<file path="src/fast_pkg.sv">
`default_nettype none

package fast_pkg;

    // frame geometry
    localparam int FRAME_W     = 16;
    localparam int FRAME_H     = 12;
    localparam int COORD_BITS  = 4;
    localparam int PIX_BITS    = 8;
    localparam int FRAME_BEATS = FRAME_W * FRAME_H;

    // window and segment test
    localparam int WIN_SIZE       = 7;
    localparam int RADIUS         = 3;
    localparam int CIRCLE_LEN     = 16;
    localparam int EDGE           = 3;
    localparam int FAST_THRESHOLD = 20;
    localparam int ARC_LEN        = 9;
    localparam int SCORE_BITS     = 8;

    // beats from the start pixel until the (0,0) result is ready
    localparam int FILL_BEATS    = RADIUS * FRAME_W + RADIUS + 1 + 2;
    localparam int FILL_CNT_BITS = $clog2(FILL_BEATS + 1);

    typedef logic [PIX_BITS-1:0]   pixel_t;
    typedef logic [COORD_BITS-1:0] coord_t;

    // circle[0] is the top pixel, then clockwise
    typedef struct packed {
        pixel_t [CIRCLE_LEN-1:0] circle;
        pixel_t                  centre;
    } fast_win_t;

    typedef struct packed {
        logic                  flag;
        logic [SCORE_BITS-1:0] score;
    } corner_t;

    typedef struct packed {
        coord_t                x;
        coord_t                y;
        logic                  flag;
        logic [SCORE_BITS-1:0] score;
    } keypoint_t;

endpackage

`default_nettype wire

</file>
<file path="src/line_window.sv">
`timescale 1ns/1ps
`default_nettype none

module line_window (
    input  wire                 i_clk,
    input  wire                 i_rst_n,
    input  wire                 i_valid,
    input  wire fast_pkg::pixel_t i_pixel,
    output fast_pkg::fast_win_t o_win
);
    import fast_pkg::*;

    // line_mem[WIN_SIZE-2] is one row up, line_mem[0] is six rows up
    pixel_t    line_mem [0:WIN_SIZE-2][0:FRAME_W-1];
    pixel_t    col_in   [0:WIN_SIZE-1];
    pixel_t    win_q    [0:WIN_SIZE-1][1:WIN_SIZE-1];
    pixel_t    view     [0:WIN_SIZE-1][0:WIN_SIZE-1];
    coord_t    col_q;
    fast_win_t taps;

    // newest column enters at view column 0
    always_comb begin
        for (int r = 0; r < WIN_SIZE - 1; r++) begin
            col_in[r] = line_mem[r][col_q];
        end
        col_in[WIN_SIZE-1] = i_pixel;
        for (int r = 0; r < WIN_SIZE; r++) begin
            view[r][0] = col_in[r];
            for (int c = 1; c < WIN_SIZE; c++) begin
                view[r][c] = win_q[r][c];
            end
        end
    end

    // image x grows as view column drops
    always_comb begin
        taps.circle[0]  = view[0][3];
        taps.circle[1]  = view[0][2];
        taps.circle[2]  = view[1][1];
        taps.circle[3]  = view[2][0];
        taps.circle[4]  = view[3][0];
        taps.circle[5]  = view[4][0];
        taps.circle[6]  = view[5][1];
        taps.circle[7]  = view[6][2];
        taps.circle[8]  = view[6][3];
        taps.circle[9]  = view[6][4];
        taps.circle[10] = view[5][5];
        taps.circle[11] = view[4][6];
        taps.circle[12] = view[3][6];
        taps.circle[13] = view[2][6];
        taps.circle[14] = view[1][5];
        taps.circle[15] = view[0][4];
        taps.centre     = view[RADIUS][RADIUS];
    end

    always_ff @(posedge i_clk or negedge i_rst_n) begin
        if (!i_rst_n) begin
            col_q <= '0;
        end else if (i_valid) begin
            col_q <= (col_q == coord_t'(FRAME_W - 1)) ? '0 : col_q + 1'b1;
        end
    end

    always_ff @(posedge i_clk) begin
        if (i_valid) begin
            // each line passes its old pixel up to the line above
            line_mem[WIN_SIZE-2][col_q] <= i_pixel;
            for (int r = 0; r < WIN_SIZE - 2; r++) begin
                line_mem[r][col_q] <= line_mem[r+1][col_q];
            end
            for (int r = 0; r < WIN_SIZE; r++) begin
                win_q[r][1] <= col_in[r];
                for (int c = 2; c < WIN_SIZE; c++) begin
                    win_q[r][c] <= win_q[r][c-1];
                end
            end
            o_win <= taps;
        end
    end

endmodule

`default_nettype wire

</file>
<file path="src/frame_sequencer.sv">
`timescale 1ns/1ps
`default_nettype none

module frame_sequencer (
    input  wire              i_clk,
    input  wire              i_rst_n,
    input  wire              i_valid,
    input  wire              i_start,
    output logic             o_ready,
    output logic             o_start,
    output logic             o_end,
    output logic             o_point,
    output fast_pkg::coord_t o_x,
    output fast_pkg::coord_t o_y
);
    import fast_pkg::*;

    typedef enum logic [1:0] {
        S_IDLE,
        S_FILL,
        S_WORK
    } state_t;

    state_t                   state_q;
    logic [FILL_CNT_BITS-1:0] beat_q;
    coord_t                   x_q;
    coord_t                   y_q;
    logic                     start_q;
    logic                     end_q;
    logic                     first_pt;
    logic                     last_pt;
    logic                     row_end;

    assign row_end  = (x_q == coord_t'(FRAME_W - 1));
    assign first_pt = (x_q == '0) && (y_q == '0);
    assign last_pt  = row_end && (y_q == coord_t'(FRAME_H - 1));

    assign o_point = (state_q == S_WORK) && i_valid;
    assign o_ready = (state_q == S_IDLE);
    // strobes line up with the registered keypoint
    assign o_start = start_q;
    assign o_end   = end_q;
    assign o_x     = x_q;
    assign o_y     = y_q;

    always_ff @(posedge i_clk or negedge i_rst_n) begin
        if (!i_rst_n) begin
            state_q <= S_IDLE;
            beat_q  <= '0;
            x_q     <= '0;
            y_q     <= '0;
            start_q <= 1'b0;
            end_q   <= 1'b0;
        end else begin
            start_q <= o_point && first_pt;
            end_q   <= o_point && last_pt;
            if (i_valid) begin
                case (state_q)
                    S_IDLE: begin
                        if (i_start) begin
                            state_q <= S_FILL;
                            beat_q  <= FILL_CNT_BITS'(1);
                        end
                    end
                    S_FILL: begin
                        beat_q <= beat_q + 1'b1;
                        if (beat_q == FILL_CNT_BITS'(FILL_BEATS - 1)) begin
                            state_q <= S_WORK;
                            x_q     <= '0;
                            y_q     <= '0;
                        end
                    end
                    S_WORK: begin
                        if (last_pt) begin
                            state_q <= S_IDLE;
                            x_q     <= '0;
                            y_q     <= '0;
                        end else if (row_end) begin
                            x_q <= '0;
                            y_q <= y_q + 1'b1;
                        end else begin
                            x_q <= x_q + 1'b1;
                        end
                    end
                    default: state_q <= S_IDLE;
                endcase
            end
        end
    end

endmodule

`default_nettype wire

</file>
<file path="src/fast9_segment_test.sv">
`timescale 1ns/1ps
`default_nettype none

module fast9_segment_test (
    input  wire                    i_clk,
    input  wire                    i_rst_n,
    input  wire                    i_valid,
    input  wire fast_pkg::fast_win_t i_win,
    output fast_pkg::corner_t      o_corner
);
    import fast_pkg::*;

    logic [CIRCLE_LEN-1:0]   bright_d;
    logic [CIRCLE_LEN-1:0]   dark_d;
    logic [CIRCLE_LEN-1:0]   bright_q;
    logic [CIRCLE_LEN-1:0]   dark_q;
    pixel_t [CIRCLE_LEN-1:0] excess_d;
    pixel_t [CIRCLE_LEN-1:0] excess_q;
    logic [PIX_BITS:0]       hi_sum;
    pixel_t                  hi_lim;
    pixel_t                  lo_lim;
    logic [SCORE_BITS+3:0]   sum;
    corner_t                 corner_d;

    // true when the ring holds ARC_LEN contiguous ones
    function automatic logic has_arc(input logic [CIRCLE_LEN-1:0] mask);
        logic [2*CIRCLE_LEN-1:0] ring;
        logic                    found;
        ring  = {mask, mask};
        found = 1'b0;
        for (int s = 0; s < CIRCLE_LEN; s++) begin
            if (&ring[s +: ARC_LEN]) begin
                found = 1'b1;
            end
        end
        return found;
    endfunction

    // stage 1 limits, both clamped to the pixel range
    always_comb begin
        hi_sum = {1'b0, i_win.centre} + {1'b0, pixel_t'(FAST_THRESHOLD)};
        hi_lim = hi_sum[PIX_BITS] ? '1 : hi_sum[PIX_BITS-1:0];
        if (i_win.centre < pixel_t'(FAST_THRESHOLD)) begin
            lo_lim = '0;
        end else begin
            lo_lim = i_win.centre - pixel_t'(FAST_THRESHOLD);
        end
        for (int i = 0; i < CIRCLE_LEN; i++) begin
            bright_d[i] = i_win.circle[i] > hi_lim;
            dark_d[i]   = i_win.circle[i] < lo_lim;
            if (bright_d[i]) begin
                excess_d[i] = i_win.circle[i] - hi_lim;
            end else if (dark_d[i]) begin
                excess_d[i] = lo_lim - i_win.circle[i];
            end else begin
                excess_d[i] = '0;
            end
        end
    end

    // stage 2
    always_comb begin
        sum = '0;
        for (int i = 0; i < CIRCLE_LEN; i++) begin
            sum = sum + (SCORE_BITS+4)'(excess_q[i]);
        end
        corner_d.flag = has_arc(bright_q) || has_arc(dark_q);
        if (!corner_d.flag) begin
            corner_d.score = '0;
        end else if (|sum[SCORE_BITS+3:SCORE_BITS]) begin
            corner_d.score = '1;
        end else begin
            corner_d.score = sum[SCORE_BITS-1:0];
        end
    end

    always_ff @(posedge i_clk or negedge i_rst_n) begin
        if (!i_rst_n) begin
            bright_q <= '0;
            dark_q   <= '0;
            o_corner <= '0;
        end else if (i_valid) begin
            bright_q <= bright_d;
            dark_q   <= dark_d;
            o_corner <= corner_d;
        end
    end

    always_ff @(posedge i_clk) begin
        if (i_valid) begin
            excess_q <= excess_d;
        end
    end

endmodule

`default_nettype wire

</file>
<file path="src/keypoint_output.sv">
`timescale 1ns/1ps
`default_nettype none

module keypoint_output (
    input  wire                  i_clk,
    input  wire                  i_rst_n,
    input  wire                  i_point,
    input  wire fast_pkg::coord_t  i_x,
    input  wire fast_pkg::coord_t  i_y,
    input  wire fast_pkg::corner_t i_corner,
    output fast_pkg::keypoint_t  o_keypoint,
    output logic                 o_point_valid
);
    import fast_pkg::*;

    logic      in_margin;
    keypoint_t rec;

    // window reaches past the frame edge here
    always_comb begin
        in_margin = (i_x < coord_t'(EDGE))
                 || (i_x > coord_t'(FRAME_W - 1 - EDGE))
                 || (i_y < coord_t'(EDGE))
                 || (i_y > coord_t'(FRAME_H - 1 - EDGE));
        rec.x     = i_x;
        rec.y     = i_y;
        rec.flag  = in_margin ? 1'b0 : i_corner.flag;
        rec.score = in_margin ? '0 : i_corner.score;
    end

    always_ff @(posedge i_clk or negedge i_rst_n) begin
        if (!i_rst_n) begin
            o_point_valid <= 1'b0;
            o_keypoint    <= '0;
        end else begin
            o_point_valid <= i_point;
            if (i_point) begin
                o_keypoint <= rec;
            end
        end
    end

endmodule

`default_nettype wire

</file>
<file path="src/fast_detector_top.sv">
`timescale 1ns/1ps
`default_nettype none

module fast_detector_top (
    input  wire                   i_clk,
    input  wire                   i_rst_n,
    input  wire fast_pkg::pixel_t i_pixel,
    input  wire                   i_valid,
    input  wire                   i_start,
    output logic                  o_ready,
    output logic                  o_start,
    output logic                  o_end,
    output logic                  o_point_valid,
    output fast_pkg::keypoint_t   o_keypoint
);
    import fast_pkg::*;

    fast_win_t win;
    corner_t   corner;
    coord_t    pt_x;
    coord_t    pt_y;
    logic      point;

    line_window u_line_window (
        .i_clk   (i_clk),
        .i_rst_n (i_rst_n),
        .i_valid (i_valid),
        .i_pixel (i_pixel),
        .o_win   (win)
    );

    frame_sequencer u_frame_sequencer (
        .i_clk   (i_clk),
        .i_rst_n (i_rst_n),
        .i_valid (i_valid),
        .i_start (i_start),
        .o_ready (o_ready),
        .o_start (o_start),
        .o_end   (o_end),
        .o_point (point),
        .o_x     (pt_x),
        .o_y     (pt_y)
    );

    fast9_segment_test u_segment_test (
        .i_clk    (i_clk),
        .i_rst_n  (i_rst_n),
        .i_valid  (i_valid),
        .i_win    (win),
        .o_corner (corner)
    );

    keypoint_output u_keypoint_output (
        .i_clk         (i_clk),
        .i_rst_n       (i_rst_n),
        .i_point       (point),
        .i_x           (pt_x),
        .i_y           (pt_y),
        .i_corner      (corner),
        .o_keypoint    (o_keypoint),
        .o_point_valid (o_point_valid)
    );

endmodule

`default_nettype wire

</file>
<file path="config.mk">
export PLATFORM = sky130hd
export DESIGN_NAME = fast_detector_top
export DESIGN_NICKNAME = d
export VERILOG_FILES = /design/src/fast_pkg.sv /design/src/line_window.sv /design/src/frame_sequencer.sv /design/src/fast9_segment_test.sv /design/src/keypoint_output.sv /design/src/fast_detector_top.sv
export SDC_FILE = /design/constraint.sdc
export NUM_CORES = 2
export LEC_CHECK = 0
export BUFFER_PORTS_ARGS = -buffer_cell sky130_fd_sc_hd__buf_2
export CORE_MARGIN = 8
export CORE_UTILIZATION = 45
export CTS_CLUSTER_SIZE = 28
export DETAILED_ROUTE_END_ITERATION = 10
export GPL_TIMING_DRIVEN = 0
export PLACE_DENSITY_LB_ADDON = 0.05
export SYNTH_ARGS = -nofsm -noshare
export SYNTH_HDL_FRONTEND = slang
export SYNTH_HIERARCHICAL = 1
export SYNTH_SLANG_ARGS = --single-unit
</file>
<file path="constraint.sdc">
create_clock -name i_clk -period 6.13 [get_ports i_clk]
set_input_delay 0.3065 -clock i_clk [delete_from_list [all_inputs] [get_ports i_clk]]
set_output_delay 0.3065 -clock i_clk [all_outputs]
set_load 0.01 [all_outputs]
</file>
==> impl_results.md <==
* Status: complete, no violations
* Final Instance Area at roughly 72000 um^2
* Crit path time final at 5.901 ns
* Crit-path cells: fa_1 -> inv_1 -> fa_1 -> inv_1 -> fa_2 -> fa_1 -> fa_1 -> inv_1 -> fa_1 -> inv_1 -> ha_1 -> fa_1 -> a211oi_2 -> o21bai_1 -> a21o_1 -> nor2_1 -> o2111ai_4 -> o221a_2
* Die height at roughly 390 um
* Cell variety after synth at 86
* Worst clock skew at between 0.04 and 0.05 ns
* Largest area contributor in the synthesized netlist: edfxtp_1
* Placed Area at approximately 67000 um^2
* CP max FO at 8
* # DRC at 0
* Synth top area share at roughly three fifths
* Routed via count at between 30000 and 40000
* TritonCTS clock tree: done
* Input/output buffers at 32
* TNS Setup at 0 ns
* Max-slew violations at 0
* First-pass GRT wire length at 233000 um
* CP arrival at ~6.6 ns
* Clock latency on the worst-skew pair at roughly 0.77 ns
* # IOs at 33
* DR pass1 iterations at 5
* Kind of cell with the highest combined delay on the critical path: adder cells
* H-tree levels at 4
* Post-CTS setup buffers at 0
* Ys Warns at 6
* Fmax at about 170 MHz
* Initial antenna violation count at 0
* Gr usage total at 20.59%
* Post-Syn Area per Cell at 15.07 um^2
* Most common cell after layout, fill and taps aside: edfxtp_1
* Cts bufs inserted at around 150
* Syn-to-layout area delta at 14.04%
* Crit end category: flip-flop
* M1 GR Usage at a little over a quarter
* CTS sink count at around 1300
* RSZ-0062 raised after global routing: no
* Avg WL per Cell at between 20 and 25 um
* Met2 track demand over resource at a little over a third
* Final GP Congestion at around 0.85
* Worst path most repeated cell: fa_1
* Met3 Use GR at around 3.1%
* Post-layout util at between 50% and 60%
* Initial detailed-routing violation count at around 2600
* Slowest stage delay, CP at ~0.6 ns
* GRT overflow at 0
* Largest net degree at the start of global routing at between 100 and 150
* Hold slack at 0.06507 ns
* Max_slew headroom at between 30% and 40%
* WS Path Type: reg2reg
* Syn_nets at between 4000 and 5000
* Top_reg_cell synth: edfxtp_1
* Full die area at between 150000 and 200000 um^2
* Drt total wl at ~160000 um
* Crit-path slowest cell: fa_2
* Crit share post-route at roughly 96%
* Post-Syn Area at approximately 63000 um^2
* Yosys reg bits at around 1300
* Core Area at around 140000 um^2
* Asr flop ratio synth at between 6 and 7%
* CP bufs+invs at 4
* Final Hold Vio Count at 0
* HP Class: in2async
* Final #Nets at around 5000
* Clk pin slew, worst setup/hold paths at approximately 0.050 ns
* Data required time of the critical path at between 6 and 7 ns
* Post-DP HPWL at 111600 um
* Gr busiest metal: met2
* Vias in the first global route at between 30000 and 40000
* Worst Tran Pin Value at about 1.0 ns
* Synth area leaders: edfxtp_1, mux4_2, ha_1
* CTS root buf: clkbuf_16
* Count of final setup violators at 0
* Die X at 389.6 um
* Seq/Total Area, Yosys at 62.52%
* Gate Count Post-Synth at around 4200
* EDFF count, synth at ~1200
* DR vias/cell at about 5.5
* Deepest clock path buffer count at 3
* Routed Antenna Nets at 0
* Most frequent cells in the layout: edfxtp_1, inv_1, ha_1
* Layout cells sized above 1 at around 17%
* Initial Util at 45.18%
* Row count at about 140
* Worst setup SP type: flip-flop
* MaxCap Viol Count at 0
-- cell families after synthesis --
| group | after synthesis | share of synthesized area, % |
|---|---|---|
| buffers and inverters | 595 | 4.461 |
| xor gates and xnor gates | 139 | 1.939 |
| DFF | 1321 | 62.52 |
| AOI/OAI and AO/OA | 720 | 7.844 |
| adders and majority gates | 432 | 10.28 |
| muxes | 220 | 7.385 |
| and+or+nand+nor | 741 | 5.573 |
-- layout make-up --
class / count / area, um^2
Multi-Input combinational cell: 2252 / 20970
Inverter: 385 / 1445
Fill cell: 11630 / 67400
Sequential cell: 1321 / 39260
Clock buffer: 194 / 3949
Buffer: 210 / 1356
Clock inverter: 73 / 807.0
Timing Repair Buffer: 102 / 1473
Tap cell: 1876 / 2347
Antenna cell: 2 / 5.005
-- worst reg2reg max path, delay by kind of cell, from the launching register on --
family                     cells  cell delay, ns
and+or+nand+nor                1            0.17
AOI/OAI and AO/OA              5            1.12
DFF                            1            0.42
buffers and inverters          4            0.25
adders and majority gates      8            3.85
-- worst paths after layout --
kind	from	to	cells past startpoint	slack, ns
worst max-delay path	u_segment_test/excess_q[50]$_DFFE_PP_	u_segment_test/o_corner[2]$_DFFE_PN0P_	18	0.23
worst min-delay path	i_rst_n	u_keypoint_output/o_keypoint[7]$_DFFE_PN0P_	2	0.07
worst max register to register	u_segment_test/excess_q[50]$_DFFE_PP_	u_segment_test/o_corner[2]$_DFFE_PN0P_	18	0.23
worst min register to register	u_line_window/win_q[0][57]$_DFFE_PP_	u_line_window/o_win[121]$_DFFE_PP_	0	0.39
max in group asynchronous	i_rst_n	u_segment_test/bright_q[4]$_DFFE_PN0P_	3	5.38
min in group i_clk	u_line_window/win_q[0][57]$_DFFE_PP_	u_line_window/o_win[121]$_DFFE_PP_	0	0.39
-- metrics by stage --
step                setup slack (ns)  std cells
finish                        0.2290       6415
global route                 0.01814       6413
CTS                          0.08550       6413
detailed placement          -0.02237       6135
global placement              -10.88       6076
floorplan                     0.6390       4168
-- layer usage --
metal / routed length (um) / share of wire (%) / vias to the layer above
met1: 68420 / 43 / 17776
met5: 0 / 0 / -
met2: 78130 / 50 / 775
met3: 6861 / 4.4 / 205
met4: 4114 / 2.6 / 0
li1: - / - / 16297
-- cells in the mapped netlist, types with 92 or more instances --
cell / count
a21oi_1: 92
a22oi_1: 96
buf_4: 121
edfxtp_1: 1240
fa_1: 140
ha_1: 292
inv_1: 385
mux4_2: 192
nand2_1: 166
nor2_1: 269
o21ai_0: 163
o22ai_1: 100
-- sequential cells by signal, summed over array words and instances (netlist names), 9 cells and up --
name                          count
u_line_window/o_win             122
u_line_window/win_q             222
u_keypoint_output/o_keypoint     17
u_segment_test/dark_q            16
u_segment_test/o_corner           9
u_segment_test/bright_q          16
u_line_window/line_mem          768
u_segment_test/excess_q         128
-- repair_timing --
action	in CTS	in global routing
gates cloned	0	0
setup endpoints to repair	8	8
hold buffers	11	0
pin swaps	0	1
endpoints found under the hold margin	255	0
resized for setup	1	3
Power is not shown: default switching activity piles up to over one toggle a cycle in this logic, so the estimate is an artifact.
